### src/hdl/mod503_pkg.sv
package mod503_pkg;

  // Modulus and widths.
  parameter int MODULUS        = 503;
  parameter int RES_W          = 9;
  parameter int OPERAND_W      = 100;
  parameter int CHUNK_W        = 6;
  parameter int NUM_MID_CHUNKS = 15;
  parameter int TOP_W          = 4;

  // --------------------
  // Operand word
  // --------------------

  typedef struct packed {
    logic [TOP_W-1:0]                         top;  // Chunk position 16, partial.
    logic [NUM_MID_CHUNKS-1:0][CHUNK_W-1:0]   mid;  // Entry k is position k+1.
    logic [CHUNK_W-1:0]                       low;  // Weight 1, added as is.
  } operand_chunks_t;

  // Written flat by the collector, read as chunks by the reducer.
  typedef union packed {
    logic [OPERAND_W-1:0] flat;
    operand_chunks_t      chunks;
  } operand_u;

endpackage

### src/hdl/chunk_residue.sv
`timescale 1ns/1ps

module chunk_residue #(
  parameter int POSITION = 1
) (
  input  logic [mod503_pkg::CHUNK_W-1:0] chunk,
  output logic [mod503_pkg::RES_W-1:0]   residue
);

  // 2^(6*pos) mod 503, by repeated doubling.
  function automatic int pos_weight(input int pos);
    int w;
    w = 1;
    for (int i = 0; i < pos * mod503_pkg::CHUNK_W; i++)
      w = (w * 2) % mod503_pkg::MODULUS;
    return w;
  endfunction

  localparam int WEIGHT = pos_weight(POSITION);
  localparam int FOLD   = (1 << mod503_pkg::RES_W) % mod503_pkg::MODULUS;  // 512 mod 503.
  localparam int PROD_W = mod503_pkg::CHUNK_W + mod503_pkg::RES_W;

  logic [PROD_W-1:0] prod;
  logic [10:0]       fold_1;   // At most 1060.
  logic [9:0]        fold_2;   // At most 520.
  logic [9:0]        corrected;

  assign prod   = PROD_W'(chunk) * PROD_W'(WEIGHT);
  assign fold_1 = 11'(prod[8:0]) + 11'(prod[PROD_W-1:9]) * 11'(FOLD);
  assign fold_2 = 10'(fold_1[8:0]) + 10'(fold_1[10:9]) * 10'(FOLD);

  assign corrected = (fold_2 >= 10'(mod503_pkg::MODULUS)) ?
                     fold_2 - 10'(mod503_pkg::MODULUS) : fold_2;
  assign residue   = corrected[mod503_pkg::RES_W-1:0];

endmodule

### src/hdl/mod_reduce_100.sv
`timescale 1ns/1ps

module mod_reduce_100 (
  input  logic                         clk,
  input  logic                         arst_n,
  input  logic                         go,
  input  mod503_pkg::operand_u         operand,
  output logic                         result_valid,
  output logic [mod503_pkg::RES_W-1:0] residue
);

  localparam int NUM_CHUNKS = mod503_pkg::NUM_MID_CHUNKS + 1;
  localparam int HALF       = NUM_CHUNKS / 2;
  localparam int SUM_W      = 12;  // Eight residues, at most 4016.
  localparam int F1_W       = 11;
  localparam int F2_W       = 10;
  localparam int W64        = (1 << mod503_pkg::CHUNK_W) % mod503_pkg::MODULUS;
  localparam int W512       = (1 << mod503_pkg::RES_W) % mod503_pkg::MODULUS;

  logic [mod503_pkg::RES_W-1:0]   chunk_res [NUM_CHUNKS];
  logic [SUM_W-1:0]               sum_a;
  logic [SUM_W-1:0]               sum_b;
  logic [SUM_W-1:0]               s1_sum_a;
  logic [SUM_W-1:0]               s1_sum_b;
  logic [mod503_pkg::CHUNK_W-1:0] s1_low;
  logic                           s1_valid;
  logic [F1_W-1:0]                fold_1;
  logic [F2_W-1:0]                fold_2;
  logic [F2_W-1:0]                corrected;

  // --------------------
  // Chunk residues
  // --------------------

  genvar k;
  for (k = 1; k <= NUM_CHUNKS; k++)
  begin : g_chunk
    logic [mod503_pkg::CHUNK_W-1:0] chunk_in;

    if (k <= mod503_pkg::NUM_MID_CHUNKS)
    begin : g_mid
      assign chunk_in = operand.chunks.mid[k-1];
    end
    else
    begin : g_top
      assign chunk_in = {{(mod503_pkg::CHUNK_W - mod503_pkg::TOP_W){1'b0}},
                         operand.chunks.top};
    end

    chunk_residue #(
      .POSITION (k)
    ) u_chunk (
      .chunk   (chunk_in),
      .residue (chunk_res[k-1])
    );
  end

  always_comb
  begin
    sum_a = '0;
    sum_b = '0;
    for (int i = 0; i < HALF; i++)
    begin
      sum_a = sum_a + SUM_W'(chunk_res[i]);
      sum_b = sum_b + SUM_W'(chunk_res[i + HALF]);
    end
  end

  // --------------------
  // Stage one
  // --------------------

  always_ff @(posedge clk or negedge arst_n)
  begin
    if (!arst_n)
    begin
      s1_sum_a <= '0;
      s1_sum_b <= '0;
      s1_low   <= '0;
      s1_valid <= 1'b0;
    end
    else
    begin
      s1_valid <= go;
      if (go)
      begin
        s1_sum_a <= sum_a;
        s1_sum_b <= sum_b;
        s1_low   <= operand.chunks.low;
      end
    end
  end

  // --------------------
  // Stage two
  // --------------------

  // Bits 6..8 weigh 64, bits 9 and up weigh 9.
  assign fold_1 = F1_W'(s1_sum_a[5:0]) + F1_W'(s1_sum_a[8:6]) * F1_W'(W64) +
                  F1_W'(s1_sum_a[11:9]) * F1_W'(W512) +
                  F1_W'(s1_sum_b[5:0]) + F1_W'(s1_sum_b[8:6]) * F1_W'(W64) +
                  F1_W'(s1_sum_b[11:9]) * F1_W'(W512);

  assign fold_2 = F2_W'(fold_1[5:0]) + F2_W'(fold_1[8:6]) * F2_W'(W64) +
                  F2_W'(fold_1[10:9]) * F2_W'(W512) + F2_W'(s1_low);

  assign corrected = (fold_2 >= F2_W'(mod503_pkg::MODULUS)) ?
                     fold_2 - F2_W'(mod503_pkg::MODULUS) : fold_2;  // Below 1006.

  always_ff @(posedge clk or negedge arst_n)
  begin
    if (!arst_n)
    begin
      result_valid <= 1'b0;
      residue      <= '0;
    end
    else
    begin
      result_valid <= s1_valid;
      if (s1_valid)
        residue <= corrected[mod503_pkg::RES_W-1:0];  // Held until next result.
    end
  end

endmodule

### src/hdl/operand_shifter.sv
`timescale 1ns/1ps

module operand_shifter #(
  parameter int WORD_W = 20
) (
  input  logic                 clk,
  input  logic                 arst_n,
  input  logic                 shift_en,
  input  logic [WORD_W-1:0]    word,
  output mod503_pkg::operand_u operand
);

  localparam int KEEP_W = mod503_pkg::OPERAND_W - WORD_W;

  // First word ends up in the top bits.
  always_ff @(posedge clk or negedge arst_n)
  begin
    if (!arst_n)
      operand.flat <= '0;
    else if (shift_en)
      operand.flat <= {operand.flat[KEEP_W-1:0], word};
  end

endmodule

### src/hdl/word_counter.sv
`timescale 1ns/1ps

module word_counter #(
  parameter int NUM_WORDS = 5
) (
  input  logic clk,
  input  logic arst_n,
  input  logic shift_en,
  output logic last_word
);

  localparam int CNT_W = (NUM_WORDS > 1) ? $clog2(NUM_WORDS) : 1;

  logic [CNT_W-1:0] count;

  assign last_word = shift_en && (count == CNT_W'(NUM_WORDS - 1));

  always_ff @(posedge clk or negedge arst_n)
  begin
    if (!arst_n)
      count <= '0;
    else if (shift_en)
    begin
      if (last_word)
        count <= '0;  // Wrap for next operand.
      else
        count <= count + 1'b1;
    end
  end

endmodule

### src/hdl/reduce_ctrl.sv
`timescale 1ns/1ps

module reduce_ctrl (
  input  logic clk,
  input  logic arst_n,
  input  logic word_valid,
  input  logic last_word,
  input  logic result_valid,
  output logic shift_en,
  output logic go,
  output logic busy
);

  localparam logic [1:0] LOAD   = 2'd0;
  localparam logic [1:0] REDUCE = 2'd1;
  localparam logic [1:0] WAIT   = 2'd2;

  logic [1:0] state;
  logic [1:0] state_next;

  assign shift_en = word_valid && !busy;  // Dropped while busy.
  assign go       = (state == REDUCE);

  always_comb
  begin
    state_next = state;
    case (state)
      LOAD:
        if (last_word)
          state_next = REDUCE;
      REDUCE:
        state_next = WAIT;
      WAIT:
        if (result_valid)
          state_next = LOAD;
      default:
        state_next = LOAD;
    endcase
  end

  always_ff @(posedge clk or negedge arst_n)
  begin
    if (!arst_n)
    begin
      state <= LOAD;
      busy  <= 1'b0;
    end
    else
    begin
      state <= state_next;
      busy  <= (state_next != LOAD);
    end
  end

endmodule

### src/hdl/mod503_top.sv
`timescale 1ns/1ps

module mod503_top #(
  parameter int WORD_W = 20
) (
  input  logic                         clk,
  input  logic                         arst_n,
  input  logic                         word_valid,
  input  logic [WORD_W-1:0]            word,
  output logic                         busy,
  output logic                         result_valid,
  output logic [mod503_pkg::RES_W-1:0] residue
);

  localparam int NUM_WORDS = mod503_pkg::OPERAND_W / WORD_W;

  logic                 shift_en;
  logic                 last_word;
  logic                 go;
  mod503_pkg::operand_u operand;

  // --------------------
  // Word collection
  // --------------------

  reduce_ctrl u_ctrl (
    .clk          (clk),
    .arst_n       (arst_n),
    .word_valid   (word_valid),
    .last_word    (last_word),
    .result_valid (result_valid),
    .shift_en     (shift_en),
    .go           (go),
    .busy         (busy)
  );

  word_counter #(
    .NUM_WORDS (NUM_WORDS)
  ) u_counter (
    .clk       (clk),
    .arst_n    (arst_n),
    .shift_en  (shift_en),
    .last_word (last_word)
  );

  operand_shifter #(
    .WORD_W (WORD_W)
  ) u_shifter (
    .clk      (clk),
    .arst_n   (arst_n),
    .shift_en (shift_en),
    .word     (word),
    .operand  (operand)
  );

  // --------------------
  // Reduction
  // --------------------

  mod_reduce_100 u_reduce (
    .clk          (clk),
    .arst_n       (arst_n),
    .go           (go),
    .operand      (operand),
    .result_valid (result_valid),
    .residue      (residue)
  );

endmodule

### config.mk
export PLATFORM = sky130hd
export DESIGN_NAME = mod503_top
export DESIGN_NICKNAME = d
export VERILOG_FILES = /design/src/hdl/mod503_pkg.sv /design/src/hdl/chunk_residue.sv /design/src/hdl/mod_reduce_100.sv /design/src/hdl/operand_shifter.sv /design/src/hdl/word_counter.sv /design/src/hdl/reduce_ctrl.sv /design/src/hdl/mod503_top.sv
export SDC_FILE = /design/constraint.sdc
export NUM_CORES = 2
export LEC_CHECK = 0
export BUFFER_PORTS_ARGS = -buffer_cell sky130_fd_sc_hd__buf_2
export CAP_MARGIN = 0
export CORE_UTILIZATION = 48
export CTS_CLUSTER_DIAMETER = 40
export CTS_CLUSTER_SIZE = 28
export DETAILED_ROUTE_END_ITERATION = 10
export PLACE_DENSITY_LB_ADDON = 0.25
export SYNTH_ARGS = -nofsm -noshare
export SYNTH_HDL_FRONTEND = slang
export SYNTH_SLANG_ARGS = --single-unit
### constraint.sdc
create_clock -name clk -period 15 [get_ports clk]
set_input_delay 2.25 -clock clk [delete_from_list [all_inputs] [get_ports clk]]
set_output_delay 2.25 -clock clk [all_outputs]
set_load 0.01 [all_outputs]
==> qor.yml <==
syn_to_final_growth_pct: 5.579
portBuffers: 33
setup_ws_ps: 1207
cts-resized-gates: 0
ys_seq_area_share_pct: 11.53
synth_top_family_by_area: "adder cells"
cts_sinks: 147
synth_fp_nets: 4687
crit_slowest_cell: "fa_1"
drcViolationCount: 0
setup_viol: 0
cp.arrival_ps: 14230
grt_pass1_vias: 24730
syn_area_um2: 31920
maxSlewHeadroom_pct: 32.31
cts_tree: "built"
die-area_um2: 67530
startpoint_type: "flop"
cts-root-buf: "clkbuf_16"
tns_ps: 0
detail_route.wl_per_cell_um: 15.27
synth_ff_type: "dfrtp_1"
period_share_pct: 91.95
synth_seq_cells: 147
row_count: 94
post_cts_buffers: 0
clk_latency_ps: 500
fin_crit_ps: 13790
status: "finished, final reports clean"
yosysWarnings: 0
post-place-ws_ps: 1290
min_path_type: "reg -> reg"
synth_simple_gate_area_share_pct: 13.29
gp_congestion: 0.8654
drtAntennaViolNets: 0
htreeDepth: 4
grt_pass1_wl_um: 120500
synth_fa_ha_area_share_pct: 41.54
synth_compound_area_share_pct: 15.57
io_pins: 34
track_usage_pct: 22.10
dp_hpwl_um: 60020
slew_violations: 0
cp_common_cell: "inv_1"
antenna_found_initial: 0
clkSlewWorstSetupHoldPaths_ps: 70
finalClockSkew_ps: 16.10
end_kind: "flop"
cts_hold_repair.buffers: 0
cp_slowest_stage_delay_ps: 560
initialDrtViolationCount: 1008
syn_area_per_cell_um2: 8.520
fmax_mhz: 72.50
synth_mux_area_share_pct: 0.6469
core_area_um2: 65750
rsz0062_at_grt: "no"
async_flop_share_pct: 100.0
synthXorXnorAreaFrac_pct: 9.189
via_per_inst: 5.315
drive_above_1_share_pct: 3.925
cp.required_ps: 15440
final_nets: 4700
critPathMaxFanout: 6
clock_path_buffers: 2
numCtsBuffers: 17
max_cap_violations: 0
critPathKind: "reg -> reg"
initial_utilization_pct: 48.54
vias: 24630
grt_overflow: 0
first_pass_iters: 5
grt_max_degree: 83
final_hold_viol_count: 0
syn_inst: 3746
die_h_um: 259.9
synth_edf_count: 0
tightest_slew_ps: 1013
fp.dieW_um: 259.9
n_antenna_cell: 0
netlist-cell-type-count: 105
drt_wl_total_um: 70780
==> cell usage after synthesis (all sizes together), types with 57 or more instances <==
master | n | area, um2
nand2 | 376 | 1411
nor2 | 150 | 563.0
xor2 | 113 | 997.2
dfrtp | 147 | 3679
fa | 229 | 4584
nor3 | 57 | 295.3
a21oi | 182 | 933.4
ha | 689 | 8621
o21ai | 174 | 870.8
a21o | 87 | 654.4
xnor2 | 201 | 1775
inv | 652 | 2447
==> registers in the layout, summed over array words and instances (netlist names) <==
register,flops
u_counter.count,3
u_ctrl.busy,1
u_ctrl.state,2
u_reduce.residue,9
u_reduce.result_valid,1
u_reduce.s1_low,6
u_reduce.s1_sum_a,12
u_reduce.s1_sum_b,12
u_reduce.s1_valid,1
u_shifter.operand,100
==> cell usage in the layout (no fill, tap or decap), types with 9 or more instances in the layout <==
cell       synthesis  layout
nand3_1           53      53
nor4_1            12      12
ha_1             689     689
nor2_1           150     150
o21bai_1          49      49
nor3b_1           15      15
clkbuf_16          0      17
xor2_1           112     112
o31ai_1            9       9
or3_1             34      34
nand2b_1          29      27
a21oi_1          178     178
and2_1            17      17
fa_1             229     229
a211oi_1          24      24
nand3b_1          10      10
dfrtp_1          147     147
a21o_1            86      86
inv_1            652     652
and3_1            25      25
or2_2             26      26
o211ai_1          18      18
o21a_1            36      36
nand2_1          376     376
buf_2              1      32
nand4_1            9       9
a211o_1           15      15
mux2i_1           15      15
nor3_1            55      55
nor2b_1           40      39
xnor2_1          199     199
a31oi_1           24      24
a21boi_0          29      29
o21ai_0          170     170
==> cell families (layout without fill, tap and decap cells) <==
family,count (synthesis),count (layout)
fa+ha+maj,923,923
simple gates,888,888
xor+xnor,321,321
buf+inv,698,723
mux,20,20
compound gates,749,749
flops,147,147
==> path summary, 6_finish.rpt <==
check | start | end | slack (ps) | cells past startpoint
worst max-delay path | u_shifter.operand[60] | u_reduce.s1_sum_b[11] | 1210 | 57
worst min-delay path | u_ctrl.state[1] | u_ctrl.state[0] | 460 | 1
worst max register to register | u_shifter.operand[60] | u_reduce.s1_sum_b[11] | 1210 | 57
worst min register to register | u_ctrl.state[1] | u_ctrl.state[0] | 460 | 1
max in group asynchronous | arst_n | u_shifter.operand[38] | 11680 | 2
min in group asynchronous | arst_n | u_shifter.operand[86] | 1840 | 1
==> layer usage <==
layer  vias up  GRT usage (%)  wire (um)
met1     11620          28.46      33460
met2       248          38.68      33860
met3        66          2.485       1689
li1      12700              -          -
met4         0          6.438       1771
met5         -              0          0
==> worst max-delay path, delay by kind of cell, from the launching register on <==
kind	cells	cell delay, ps
adder cells (fa/ha/maj)	17	6560
AO/OA/AOI/OAI	17	3560
AND/OR/NAND/NOR	9	1440
XOR/XNOR	3	740
buffers and inverters	10	600
flip-flops	1	430
multiplexers	1	410
==> area by class of cell <==
class                           instances  area (um2)
Multi-Input combinational cell       2901       25620
Inverter                              653        2451
Timing Repair Buffer                   39       216.5
Clock inverter                         14       220.2
Clock buffer                           17       425.4
Fill cell                            6268       32050
Sequential cell                       147        3679
Tap cell                              864        1081
==> metrics by stage <==
step | cell area (um2) | std cells | utilization [%] | hold WS (ps)
2_1_floorplan | 31920 | 3746 | - | 392.5
3_3_place_gp | 33050 | 4604 | 50.27 | 451.8
3_5_place_dp | 33050 | 4604 | 50.27 | 456.3
6_report | 33700 | 4635 | 51.25 | 462.2
4_1_cts | 33700 | 4635 | 51.25 | 462.7
5_1_grt | 33700 | 4635 | 51.25 | 494.0
Power is left out: the tool's default activity adds up to more than one toggle a clock period on the data nets, which glitch-free logic cannot reach.
